## src/soc_pkg.sv

```systemverilog
// Shared widths, address map and sequencer states, imported by every RTL block and the testbench
package soc_pkg;

  // ------------------------------
  // Bus widths
  // ------------------------------
  localparam int unsigned ADDR_WIDTH = 32;
  localparam int unsigned DATA_WIDTH = 64;
  localparam int unsigned DATA_BYTES = DATA_WIDTH / 8;
  localparam int unsigned ROM_WORDS  = 16;

  typedef logic [ADDR_WIDTH-1:0]        addr_t;
  typedef logic [DATA_WIDTH-1:0]        data_t;
  typedef logic [DATA_BYTES-1:0]        strb_t;
  typedef logic [$clog2(ROM_WORDS)-1:0] rom_idx_t;

  // ------------------------------
  // Address map
  // ------------------------------
  localparam addr_t ROM_BASE     = 32'h0001_0000;
  localparam addr_t ROM_LENGTH   = 32'd128;
  localparam addr_t CLINT_BASE   = 32'h0200_0000;
  localparam addr_t CLINT_LENGTH = 32'h0000_C000;

  // CLINT register byte offsets, one 64-bit word each
  localparam addr_t MSIP_OFFSET     = 32'h0000_0000;
  localparam addr_t MTIMECMP_OFFSET = 32'h0000_4000;
  localparam addr_t MTIME_OFFSET    = 32'h0000_BFF8;

  // Cycles the core debug request stays blocked after reset
  localparam int unsigned DEBUG_DELAY_DEFAULT = 500;

  // Access sequencer states
  typedef enum logic {
    IDLE = 1'b0,
    RESP = 1'b1
  } access_state_e;

  // Byte-enabled update of a data word
  function automatic data_t strb_merge(data_t old_val, data_t new_val, strb_t be);
    data_t res;
    res = old_val;
    for (int i = 0; i < DATA_BYTES; i++) begin
      if (be[i]) begin
        res[8*i +: 8] = new_val[8*i +: 8];
      end
    end
    return res;
  endfunction

endpackage

```

## src/periph_bus_if.sv

```systemverilog
// Single-access target port between the sequencer and one peripheral, with master and target views
interface periph_bus_if;
  import soc_pkg::*;

  // Strobe and request fields, driven by the sequencer in the grant cycle
  logic  sel;
  logic  we;
  addr_t addr;
  strb_t be;
  data_t wdata;
  // Combinational read data from the target
  data_t rdata;

  modport master (
    output sel,
    output we,
    output addr,
    output be,
    output wdata,
    input  rdata
  );

  modport target (
    input  sel,
    input  we,
    input  addr,
    input  be,
    input  wdata,
    output rdata
  );

endinterface

```

## src/boot_rom.sv

```systemverilog
// Boot ROM target: 16 fixed words that park the hart in a wait-for-interrupt loop
module boot_rom (
  periph_bus_if.target bus
);
  import soc_pkg::*;

  rom_idx_t idx;

  // Word index from the byte offset
  assign idx = bus.addr[3 +: $bits(rom_idx_t)];

  // Two instructions per word, lower half executes first
  always_comb begin
    case (idx)
      // csrr a0, mhartid ; auipc a1, 0
      4'd0:    bus.rdata = 64'h00000597_f1402573;
      // addi a1, a1, 60 ; csrci mstatus, 8
      4'd1:    bus.rdata = 64'h30047073_03c58593;
      // wfi ; j back to wfi
      4'd2:    bus.rdata = 64'hffdff06f_10500073;
      4'd3:    bus.rdata = 64'h00000013_00000013;
      // Device tree blob header that a1 points to
      4'd8:    bus.rdata = 64'h80000000_edfe0dd0;
      4'd9:    bus.rdata = 64'h28000000_38000000;
      4'd10:   bus.rdata = 64'h11000000_48000000;
      4'd11:   bus.rdata = 64'h00000000_10000000;
      default: bus.rdata = '0;
    endcase
  end

endmodule

```

## src/clint_timer.sv

```systemverilog
// CLINT timer target: rtc edge counting, machine time, compare and software interrupt registers
module clint_timer (
  input  logic         clk_i,
  input  logic         ndmreset_n,
  input  logic         rtc_i,
  periph_bus_if.target bus,
  output logic         timer_irq_o,
  output logic         ipi_o
);
  import soc_pkg::*;

  logic [2:0] rtc_sync_q;
  logic       rtc_rise;
  logic       rtc_phase_q;
  logic       tick;
  addr_t      word_off;
  logic       wr_en;
  logic       msip_we;
  logic       mtimecmp_we;
  logic       mtime_we;
  data_t      msip_q;
  data_t      mtimecmp_q;
  data_t      mtime_q;

  // ------------------------------
  // RTC edge and divide by two
  // ------------------------------
  // Two sync stages, third stage for the edge
  assign rtc_rise = rtc_sync_q[1] && !rtc_sync_q[2];

  // Count only on edges where the phase bit was set
  assign tick = rtc_rise && rtc_phase_q;

  always_ff @(posedge clk_i or negedge ndmreset_n) begin
    if (!ndmreset_n) begin
      rtc_sync_q  <= '0;
      rtc_phase_q <= 1'b0;
    end else begin
      rtc_sync_q <= {rtc_sync_q[1:0], rtc_i};
      if (rtc_rise) begin
        rtc_phase_q <= !rtc_phase_q;
      end
    end
  end

  // ------------------------------
  // Register decode
  // ------------------------------
  assign word_off    = {bus.addr[ADDR_WIDTH-1:3], 3'b000};
  assign wr_en       = bus.sel && bus.we;
  assign msip_we     = wr_en && (word_off == MSIP_OFFSET);
  assign mtimecmp_we = wr_en && (word_off == MTIMECMP_OFFSET);
  assign mtime_we    = wr_en && (word_off == MTIME_OFFSET);

  always_ff @(posedge clk_i or negedge ndmreset_n) begin
    if (!ndmreset_n) begin
      msip_q     <= '0;
      mtimecmp_q <= '1;
      mtime_q    <= '0;
    end else begin
      if (msip_we) begin
        msip_q <= strb_merge(msip_q, bus.wdata, bus.be);
      end
      if (mtimecmp_we) begin
        mtimecmp_q <= strb_merge(mtimecmp_q, bus.wdata, bus.be);
      end
      // Bus write wins over the tick; phase bit keeps running
      if (mtime_we) begin
        mtime_q <= strb_merge(mtime_q, bus.wdata, bus.be);
      end else if (tick) begin
        mtime_q <= mtime_q + 64'd1;
      end
    end
  end

  // Read mux, unused offsets read as zero
  always_comb begin
    case (word_off)
      MSIP_OFFSET:     bus.rdata = msip_q;
      MTIMECMP_OFFSET: bus.rdata = mtimecmp_q;
      MTIME_OFFSET:    bus.rdata = mtime_q;
      default:         bus.rdata = '0;
    endcase
  end

  // ------------------------------
  // Interrupts
  // ------------------------------
  assign timer_irq_o = (mtime_q >= mtimecmp_q);
  assign ipi_o       = msip_q[0];

endmodule

```

## src/debug_req_gate.sv

```systemverilog
// Start-up window that blocks the core debug request for a fixed number of cycles after reset
module debug_req_gate #(
  parameter int unsigned DEBUG_DELAY = soc_pkg::DEBUG_DELAY_DEFAULT
) (
  input  logic clk_i,
  input  logic ndmreset_n,
  input  logic debug_req_i,
  output logic debug_req_o
);

  localparam int unsigned CNT_WIDTH = (DEBUG_DELAY > 0) ? $clog2(DEBUG_DELAY + 1) : 1;

  logic [CNT_WIDTH-1:0] cnt_q;

  // Saturating down-counter, loaded by reset
  always_ff @(posedge clk_i or negedge ndmreset_n) begin
    if (!ndmreset_n) begin
      cnt_q <= CNT_WIDTH'(DEBUG_DELAY);
    end else if (cnt_q != '0) begin
      cnt_q <= cnt_q - 1'b1;
    end
  end

  // Pass the request once the window has closed
  assign debug_req_o = (cnt_q == '0) ? debug_req_i : 1'b0;

endmodule

```

## src/access_fsm.sv

```systemverilog
// Access sequencer: grants one request at a time, routes it by address and returns a registered response
module access_fsm (
  input  logic           clk_i,
  input  logic           ndmreset_n,
  input  logic           req_i,
  input  logic           we_i,
  input  soc_pkg::addr_t addr_i,
  input  soc_pkg::strb_t be_i,
  input  soc_pkg::data_t wdata_i,
  output logic           gnt_o,
  output logic           rvalid_o,
  output logic           err_o,
  output soc_pkg::data_t rdata_o,
  periph_bus_if.master   rom_bus,
  periph_bus_if.master   clint_bus
);
  import soc_pkg::*;

  access_state_e state_q;
  access_state_e state_d;
  logic          rom_hit;
  logic          clint_hit;
  logic          rom_sel;
  logic          clint_sel;
  logic          err_q;
  data_t         rdata_d;
  data_t         rdata_q;

  // ------------------------------
  // Address decode
  // ------------------------------
  assign rom_hit   = (addr_i >= ROM_BASE) && (addr_i < ROM_BASE + ROM_LENGTH);
  assign clint_hit = (addr_i >= CLINT_BASE) && (addr_i < CLINT_BASE + CLINT_LENGTH);

  // No grant while the response is out
  assign gnt_o = (state_q == IDLE) && req_i;

  // ROM is read-only, writes there take the error path
  assign rom_sel   = gnt_o && rom_hit && !we_i;
  assign clint_sel = gnt_o && clint_hit;

  // Target strobes, addresses as offsets from each base
  assign rom_bus.sel   = rom_sel;
  assign rom_bus.we    = we_i;
  assign rom_bus.addr  = addr_i - ROM_BASE;
  assign rom_bus.be    = be_i;
  assign rom_bus.wdata = wdata_i;

  assign clint_bus.sel   = clint_sel;
  assign clint_bus.we    = we_i;
  assign clint_bus.addr  = addr_i - CLINT_BASE;
  assign clint_bus.be    = be_i;
  assign clint_bus.wdata = wdata_i;

  // Writes and errors answer with zero
  always_comb begin
    rdata_d = '0;
    if (rom_sel) begin
      rdata_d = rom_bus.rdata;
    end else if (clint_sel && !we_i) begin
      rdata_d = clint_bus.rdata;
    end
  end

  // ------------------------------
  // Sequencer
  // ------------------------------
  always_comb begin
    state_d = state_q;
    case (state_q)
      IDLE: begin
        if (req_i) begin
          state_d = RESP;
        end
      end
      RESP:    state_d = IDLE;
      default: state_d = IDLE;
    endcase
  end

  always_ff @(posedge clk_i or negedge ndmreset_n) begin
    if (!ndmreset_n) begin
      state_q <= IDLE;
      err_q   <= 1'b0;
    end else begin
      state_q <= state_d;
      // Granted but no target took it
      err_q   <= gnt_o && !(rom_sel || clint_sel);
    end
  end

  always_ff @(posedge clk_i) begin
    if (gnt_o) begin
      rdata_q <= rdata_d;
    end
  end

  assign rvalid_o = (state_q == RESP);
  assign err_o    = err_q;
  assign rdata_o  = rdata_q;

endmodule

```

## src/soc_ctrl_subsys.sv

```systemverilog
// Control slice top level: access sequencer, boot ROM, CLINT timer and debug request gate
module soc_ctrl_subsys #(
  parameter int unsigned DEBUG_DELAY = soc_pkg::DEBUG_DELAY_DEFAULT
) (
  input  logic           clk_i,
  input  logic           ndmreset_n,
  // Register access port
  input  logic           req_i,
  input  logic           we_i,
  input  soc_pkg::addr_t addr_i,
  input  soc_pkg::strb_t be_i,
  input  soc_pkg::data_t wdata_i,
  output logic           gnt_o,
  output logic           rvalid_o,
  output soc_pkg::data_t rdata_o,
  output logic           err_o,
  // Real-time clock and interrupts
  input  logic           rtc_i,
  output logic           timer_irq_o,
  output logic           ipi_o,
  // Debug request to the core
  input  logic           debug_req_i,
  output logic           debug_req_o
);

  periph_bus_if rom_bus ();
  periph_bus_if clint_bus ();

  // ------------------------------
  // Sequencer and targets
  // ------------------------------
  access_fsm u_access_fsm (
    .clk_i      ( clk_i      ),
    .ndmreset_n ( ndmreset_n ),
    .req_i      ( req_i      ),
    .we_i       ( we_i       ),
    .addr_i     ( addr_i     ),
    .be_i       ( be_i       ),
    .wdata_i    ( wdata_i    ),
    .gnt_o      ( gnt_o      ),
    .rvalid_o   ( rvalid_o   ),
    .err_o      ( err_o      ),
    .rdata_o    ( rdata_o    ),
    .rom_bus    ( rom_bus    ),
    .clint_bus  ( clint_bus  )
  );

  boot_rom u_boot_rom (
    .bus ( rom_bus )
  );

  clint_timer u_clint_timer (
    .clk_i       ( clk_i       ),
    .ndmreset_n  ( ndmreset_n  ),
    .rtc_i       ( rtc_i       ),
    .bus         ( clint_bus   ),
    .timer_irq_o ( timer_irq_o ),
    .ipi_o       ( ipi_o       )
  );

  // ------------------------------
  // Debug start-up window
  // ------------------------------
  debug_req_gate #(
    .DEBUG_DELAY ( DEBUG_DELAY )
  ) u_debug_req_gate (
    .clk_i       ( clk_i       ),
    .ndmreset_n  ( ndmreset_n  ),
    .debug_req_i ( debug_req_i ),
    .debug_req_o ( debug_req_o )
  );

endmodule

```

## config.mk

```make
export PLATFORM = sky130hd
export DESIGN_NAME = soc_ctrl_subsys
export DESIGN_NICKNAME = d
export VERILOG_FILES = /design/src/soc_pkg.sv /design/src/periph_bus_if.sv /design/src/boot_rom.sv /design/src/clint_timer.sv /design/src/debug_req_gate.sv /design/src/access_fsm.sv /design/src/soc_ctrl_subsys.sv
export SDC_FILE = /design/constraint.sdc
export NUM_CORES = 1
export LEC_CHECK = 0
export BUFFER_PORTS_ARGS = -buffer_cell sky130_fd_sc_hd__buf_4
export CAP_MARGIN = 20
export CELL_PAD_IN_SITES_DETAIL_PLACEMENT = 1
export CELL_PAD_IN_SITES_GLOBAL_PLACEMENT = 1
export CORE_AREA = 3 3 199 162
export CTS_CLUSTER_DIAMETER = 40
export CTS_CLUSTER_SIZE = 30
export DETAILED_ROUTE_END_ITERATION = 10
export DIE_AREA = 0 0 202 165
export GPL_TIMING_DRIVEN = 0
export PLACE_DENSITY = 0.85
export SYNTH_ARGS = -nofsm -noshare
export SYNTH_HDL_FRONTEND = slang
export SYNTH_SLANG_ARGS = --single-unit
```

## constraint.sdc

```tcl
create_clock -name clk_i -period 4.4 [get_ports clk_i]
set_clock_uncertainty 0.15 [all_clocks]
set_input_delay 0 -clock clk_i [delete_from_list [all_inputs] [get_ports clk_i]]
set_output_delay 0 -clock clk_i [all_outputs]
set_load 0.05 [all_outputs]
```

==> run summary <==
The reported leakage power came out at 8.47 nW. The worst ir drop on vdd came out at 0.264 mV. Across every metal layer, demand over resource in global routing totals 0.377. Walking the worst path, the cells encountered are dlygate4sd3_1 -> buf_4 -> inv_1 -> ha_1 -> nor2b_1 -> nand4_1 -> or3_1 -> buf_4 -> clkbuf_1 -> a21oi_1 -> buf_6 -> clkbuf_1 -> a221o_1. Dividing the final minimum period by the clock period gives 0.958. The tool flagged a number of max-cap violations equal to 0. The maximum count of clock buffers along a single path is 3. The number of enable flip-flop cells after synthesis is 64. The average instance area after synthesis is 10.8 µm².

The worst setup path is captured at a flop. The number of buffers and inverters on the critical path is 7. The number of nets produced by synthesis came out at 1583. The part of the total power dissipated in the clock network is 0.501. The clock latency at the later pin of the worst-skew pair came out at 0.54 ns. After clock tree synthesis, the clock-pin slew on the worst setup and hold paths is 0.06 ns. The count of antenna-violating nets left after detailed routing is 0. In this design, the largest share of critical-path delay is due to buffers and inverters.

The total CTS buffers came out at 41. The area inside the core boundary is 30300 µm². The post-synthesis instance area is 15100 µm². The share of flip-flops with an asynchronous set or reset after synthesis is 0.764.

The share of the core filled with cells came out at 0.646. The worst setup path is of the input port to flop kind. The share of the Yosys chip area taken by registers is 0.476. The I/O pin count came out at 180.

The standard cell with the maximum stage delay on the critical path is sky130_fd_sc_hd__a21oi_1. Once the clock tree was built, the setup fixing pass inserted 0 buffers. In this run the power spent charging and discharging nets is 0.00182 W.

The depth of the worst register-to-register path is 9. The die covers 33300 µm². The library cell used most frequently in the layout, excluding fill and tap cells, is sky130_fd_sc_hd__buf_4. The leftover overflow at the end of global routing is 0.

After synthesis, the cell types taking the most area are sky130_fd_sc_hd__dfrtp_1 (23%), sky130_fd_sc_hd__edfxtp_1 (13%), sky130_fd_sc_hd__dfstp_2 (12%). The average via count per standard cell came out at ~6.6. Setup violations remaining at the end of the flow were counted as 0. The pin slew with the least headroom to its limit is 1.19 ns. The clock tree synthesis step divided the H-tree into 2 levels. The final count of hold timing violations is 0.

The fraction of layout instances using a drive strength above 1 came out at 0.231. For the finished layout, the period the worst path requires is 4.22 ns. TritonCTS built the clock tree. The number of port buffers came out at 173. Counting buffers and inverters, the worst setup path is 13 cells deep. The number of antenna violations at the first check in global routing came out at 2.

In the final routed layout, each cell accounts on average for 29.0 µm. Leaving out fill and tap cells, the most frequent cells in the layout are sky130_fd_sc_hd__buf_4 (174), sky130_fd_sc_hd__dfrtp_1 (137), sky130_fd_sc_hd__dlygate4sd3_1 (108). The relative contribution of sequential cells to total power came out at 0.400.

The path class of the tightest hold or removal check is input port to flop. The highest cell delay on the worst timing path came out at between 0.7 and 0.8 ns. The register-to-register path setup slack is 0.31 ns. The power after layout came out at 0.00682 W. The top-area cell type share of the netlist area is 0.227. The chip width came out at 202 µm. The effective utilization at floorplan came out at 0.498.

The required time of the critical path is 4.63 ns. The total length of routed wires came out at 63200 µm. The internal portion of the total power is roughly 0.005 W. The worst register-to-register path begins at u_access_fsm.rvalid_o$_DFF_PN0_. For this run, design rule violations remaining after detail routing come to 0. The number of gates resized after CTS came out at 0.

The most critical setup path has its startpoint at addr_i[4]. The post-layout net count is 1916. The run finished with clean final reports. The number of hold buffers added after cts is 109. The headroom to the max-slew limit came out at 0.208.

The via count of the first global-routing pass came out at 15477. The via count came out at 14470. The die extent in y came out at 165 µm. The number of register bits inferred by synthesis is 271.

In the synthesized netlist the dominant register cell turns out to be sky130_fd_sc_hd__dfrtp_1. Synthesis instantiated 75 different standard cells from the library. The final RePlAce weighted congestion is roughly 0.96. The top fanout value on the critical path came out at 10.

The share of total power dissipated in combinational logic is 0.099. In this run the clock root is driven by a sky130_fd_sc_hd__clkbuf_16. The kind of start point of the critical path is an input port. In this run the worst setup path terminates at u_access_fsm.rdata_o[16]$_DFFE_PP_. The post-synthesis cell count came out at 1401. The worst register-to-register path ends at u_clint_timer.mtime_q[19]$_DFFE_PN0P_. The number of slew-limit violations in the final report came out at 0.

The data arrival time of the worst path came out at 4.44 ns. The number of core rows came out at 57. The wire-length estimate of the detail-placed layout is 41900 µm.

The number of iterations in the first detailed-routing pass is 6. The fmax is between 200 and 250 MHz. sky130_fd_sc_hd__dfrtp_1 takes more of the synthesized area than any other cell.

The number of warnings reported in the yosys synthesis log is 0. The synthesis-to-finish area growth is 29.8%. The clock net sink count is 271. The first global-routing pass estimated 95600 µm of wire. For this design the ratio of total power to cell area is 348 nW/µm². The switching share of power came out at 0.266.

The pin count of the biggest net entering global routing is 116. The summed negative setup slack over all endpoints is 0 ns. The number of DRC markers in iteration 0 is 1550.

Setup repair after global routing left no endpoint under its margin.
-- kinds of logic (layout without fill, tap and decap cells) --
kind of cell             count (synthesis)  after routing  synth area share
adder cells (fa/ha/maj)                 72             72            0.0597
other                                    0              1                 0
buffers and inverters                  143            509            0.0360
flip-flops                             271            271             0.476
XOR/XNOR                                 7              7           0.00406
AO/OA/AOI/OAI                          343            343             0.161
AND/OR/NAND/NOR                        414            414             0.152
multiplexers                           151            151             0.111
-- sequential cells by signal, indices dropped and copies added (netlist names) --
name                       count
u_clint_timer.msip_q          64
u_clint_timer.mtime_q         64
u_access_fsm.rvalid_o          1
u_access_fsm.err_o             1
u_clint_timer.rtc_sync_q       3
u_clint_timer.rtc_phase_q      1
u_clint_timer.mtimecmp_q      64
u_access_fsm.rdata_o          64
u_debug_req_gate.cnt_q         9
-- final cells by class --
class	instances	area [µm²]
Fill cell	3211	10700
Multi-Input combinational cell	987	7360
Sequential cell	271	7190
Timing Repair Buffer	290	2550
Clock buffer	51	1150
Tap cell	413	517
Inverter	80	303
Clock inverter	25	280
Buffer	63	244
Antenna cell	1	2.50
-- worst reg2reg max path, cell delays in order (launching register included) --
cell and delay, ns:
sky130_fd_sc_hd__dfrtp_1 0.39, sky130_fd_sc_hd__nand2b_1 0.24, sky130_fd_sc_hd__nor4b_1 0.60, sky130_fd_sc_hd__and4_1 0.29
sky130_fd_sc_hd__clkbuf_1 0.52, sky130_fd_sc_hd__clkbuf_1 0.61, sky130_fd_sc_hd__buf_2 0.47, sky130_fd_sc_hd__nand2_1 0.30
sky130_fd_sc_hd__o21ai_0 0.33, sky130_fd_sc_hd__nor2_1 0.07
-- how the worst min path moves through the flow --
stage	cells after the start	slack (ns)	endpoint	start
finish	3	0.11	u_clint_timer.msip_q[4]$_DFFE_PN0P_	wdata_i[4]
global route	3	0.13	u_clint_timer.msip_q[18]$_DFFE_PN0P_	wdata_i[18]
CTS	4	0.09	u_access_fsm.rdata_o[30]$_DFFE_PP_	we_i
detailed placement	1	-0.08	u_debug_req_gate.cnt_q[3]$_DFFE_PN0P_	ndmreset_n
global placement	1	-0.04	u_clint_timer.rtc_sync_q[0]$_DFF_PN0_	rtc_i
floorplan	0	-0.45	u_access_fsm.err_o$_DFF_PN0_	ndmreset_n
-- layer usage --
metal / share of wire / track usage / vias up
li1: - / - / 6034
met1: 0.40 / 0.498 / 7327
met2: 0.45 / 0.599 / 879
met3: 0.099 / 0.0833 / 228
met4: 0.050 / 0.172 / 2
met5: 0.00021 / 0 / -
-- Yosys cell counts (4+ instances only) --
cell and number:
sky130_fd_sc_hd__a22o_1 27, sky130_fd_sc_hd__and2_1 15, sky130_fd_sc_hd__nand4_1 34, sky130_fd_sc_hd__mux2_1 82, sky130_fd_sc_hd__mux2i_1 21, sky130_fd_sc_hd__and4_1 13, sky130_fd_sc_hd__nand2_4 16, sky130_fd_sc_hd__a221o_1 27
sky130_fd_sc_hd__mux2_2 48, sky130_fd_sc_hd__edfxtp_1 64, sky130_fd_sc_hd__or3_1 13, sky130_fd_sc_hd__o21ai_0 48, sky130_fd_sc_hd__a31oi_1 6, sky130_fd_sc_hd__o41ai_1 7, sky130_fd_sc_hd__nor2_1 85, sky130_fd_sc_hd__a21o_1 15
sky130_fd_sc_hd__nor4_1 27, sky130_fd_sc_hd__a311oi_1 16, sky130_fd_sc_hd__a211oi_1 28, sky130_fd_sc_hd__dfrtp_1 137, sky130_fd_sc_hd__a21oi_1 79, sky130_fd_sc_hd__or4_1 10, sky130_fd_sc_hd__o22ai_1 7, sky130_fd_sc_hd__a22oi_1 23
sky130_fd_sc_hd__o221ai_1 9, sky130_fd_sc_hd__buf_1 4, sky130_fd_sc_hd__clkbuf_1 55, sky130_fd_sc_hd__nand2_1 67, sky130_fd_sc_hd__dfstp_2 70, sky130_fd_sc_hd__a211o_1 5, sky130_fd_sc_hd__ha_1 72, sky130_fd_sc_hd__nor3_1 39
sky130_fd_sc_hd__and3_1 22, sky130_fd_sc_hd__xnor2_1 5, sky130_fd_sc_hd__o2bb2ai_1 8, sky130_fd_sc_hd__inv_1 80, sky130_fd_sc_hd__nand3_1 41, sky130_fd_sc_hd__nor3b_1 6, sky130_fd_sc_hd__nand2b_1 7, sky130_fd_sc_hd__o211ai_1 9
-- metrics by stage --
| step | instance area (µm²) | hold slack, ns | setup slack [ns] | cells |
|---|---|---|---|---|
| final | 19600 | 0.110 | 0.185 | 2181 |
| after global placement | 16900 | -0.0380 | -0.236 | 1987 |
| after CTS | 19600 | 0.0878 | 0.326 | 2177 |
| after detailed placement | 17000 | -0.0769 | 0.0956 | 1992 |
| after global routing | 19600 | 0.129 | 0.0978 | 2181 |
| after floorplan | 15100 | -0.446 | 1.41 | 1401 |
-- power by group through the flow --
stage	sequential, W	combinational, W	clock (W)
floorplan	0.00283	0.000201	0
global placement	0.00276	0.000557	0
detailed placement	0.00276	0.000581	0
CTS	0.00272	0.000658	0.00342
global route	0.00274	0.000716	0.00354
finish	0.00273	0.000675	0.00342
Power figures use the tool's default switching activity.
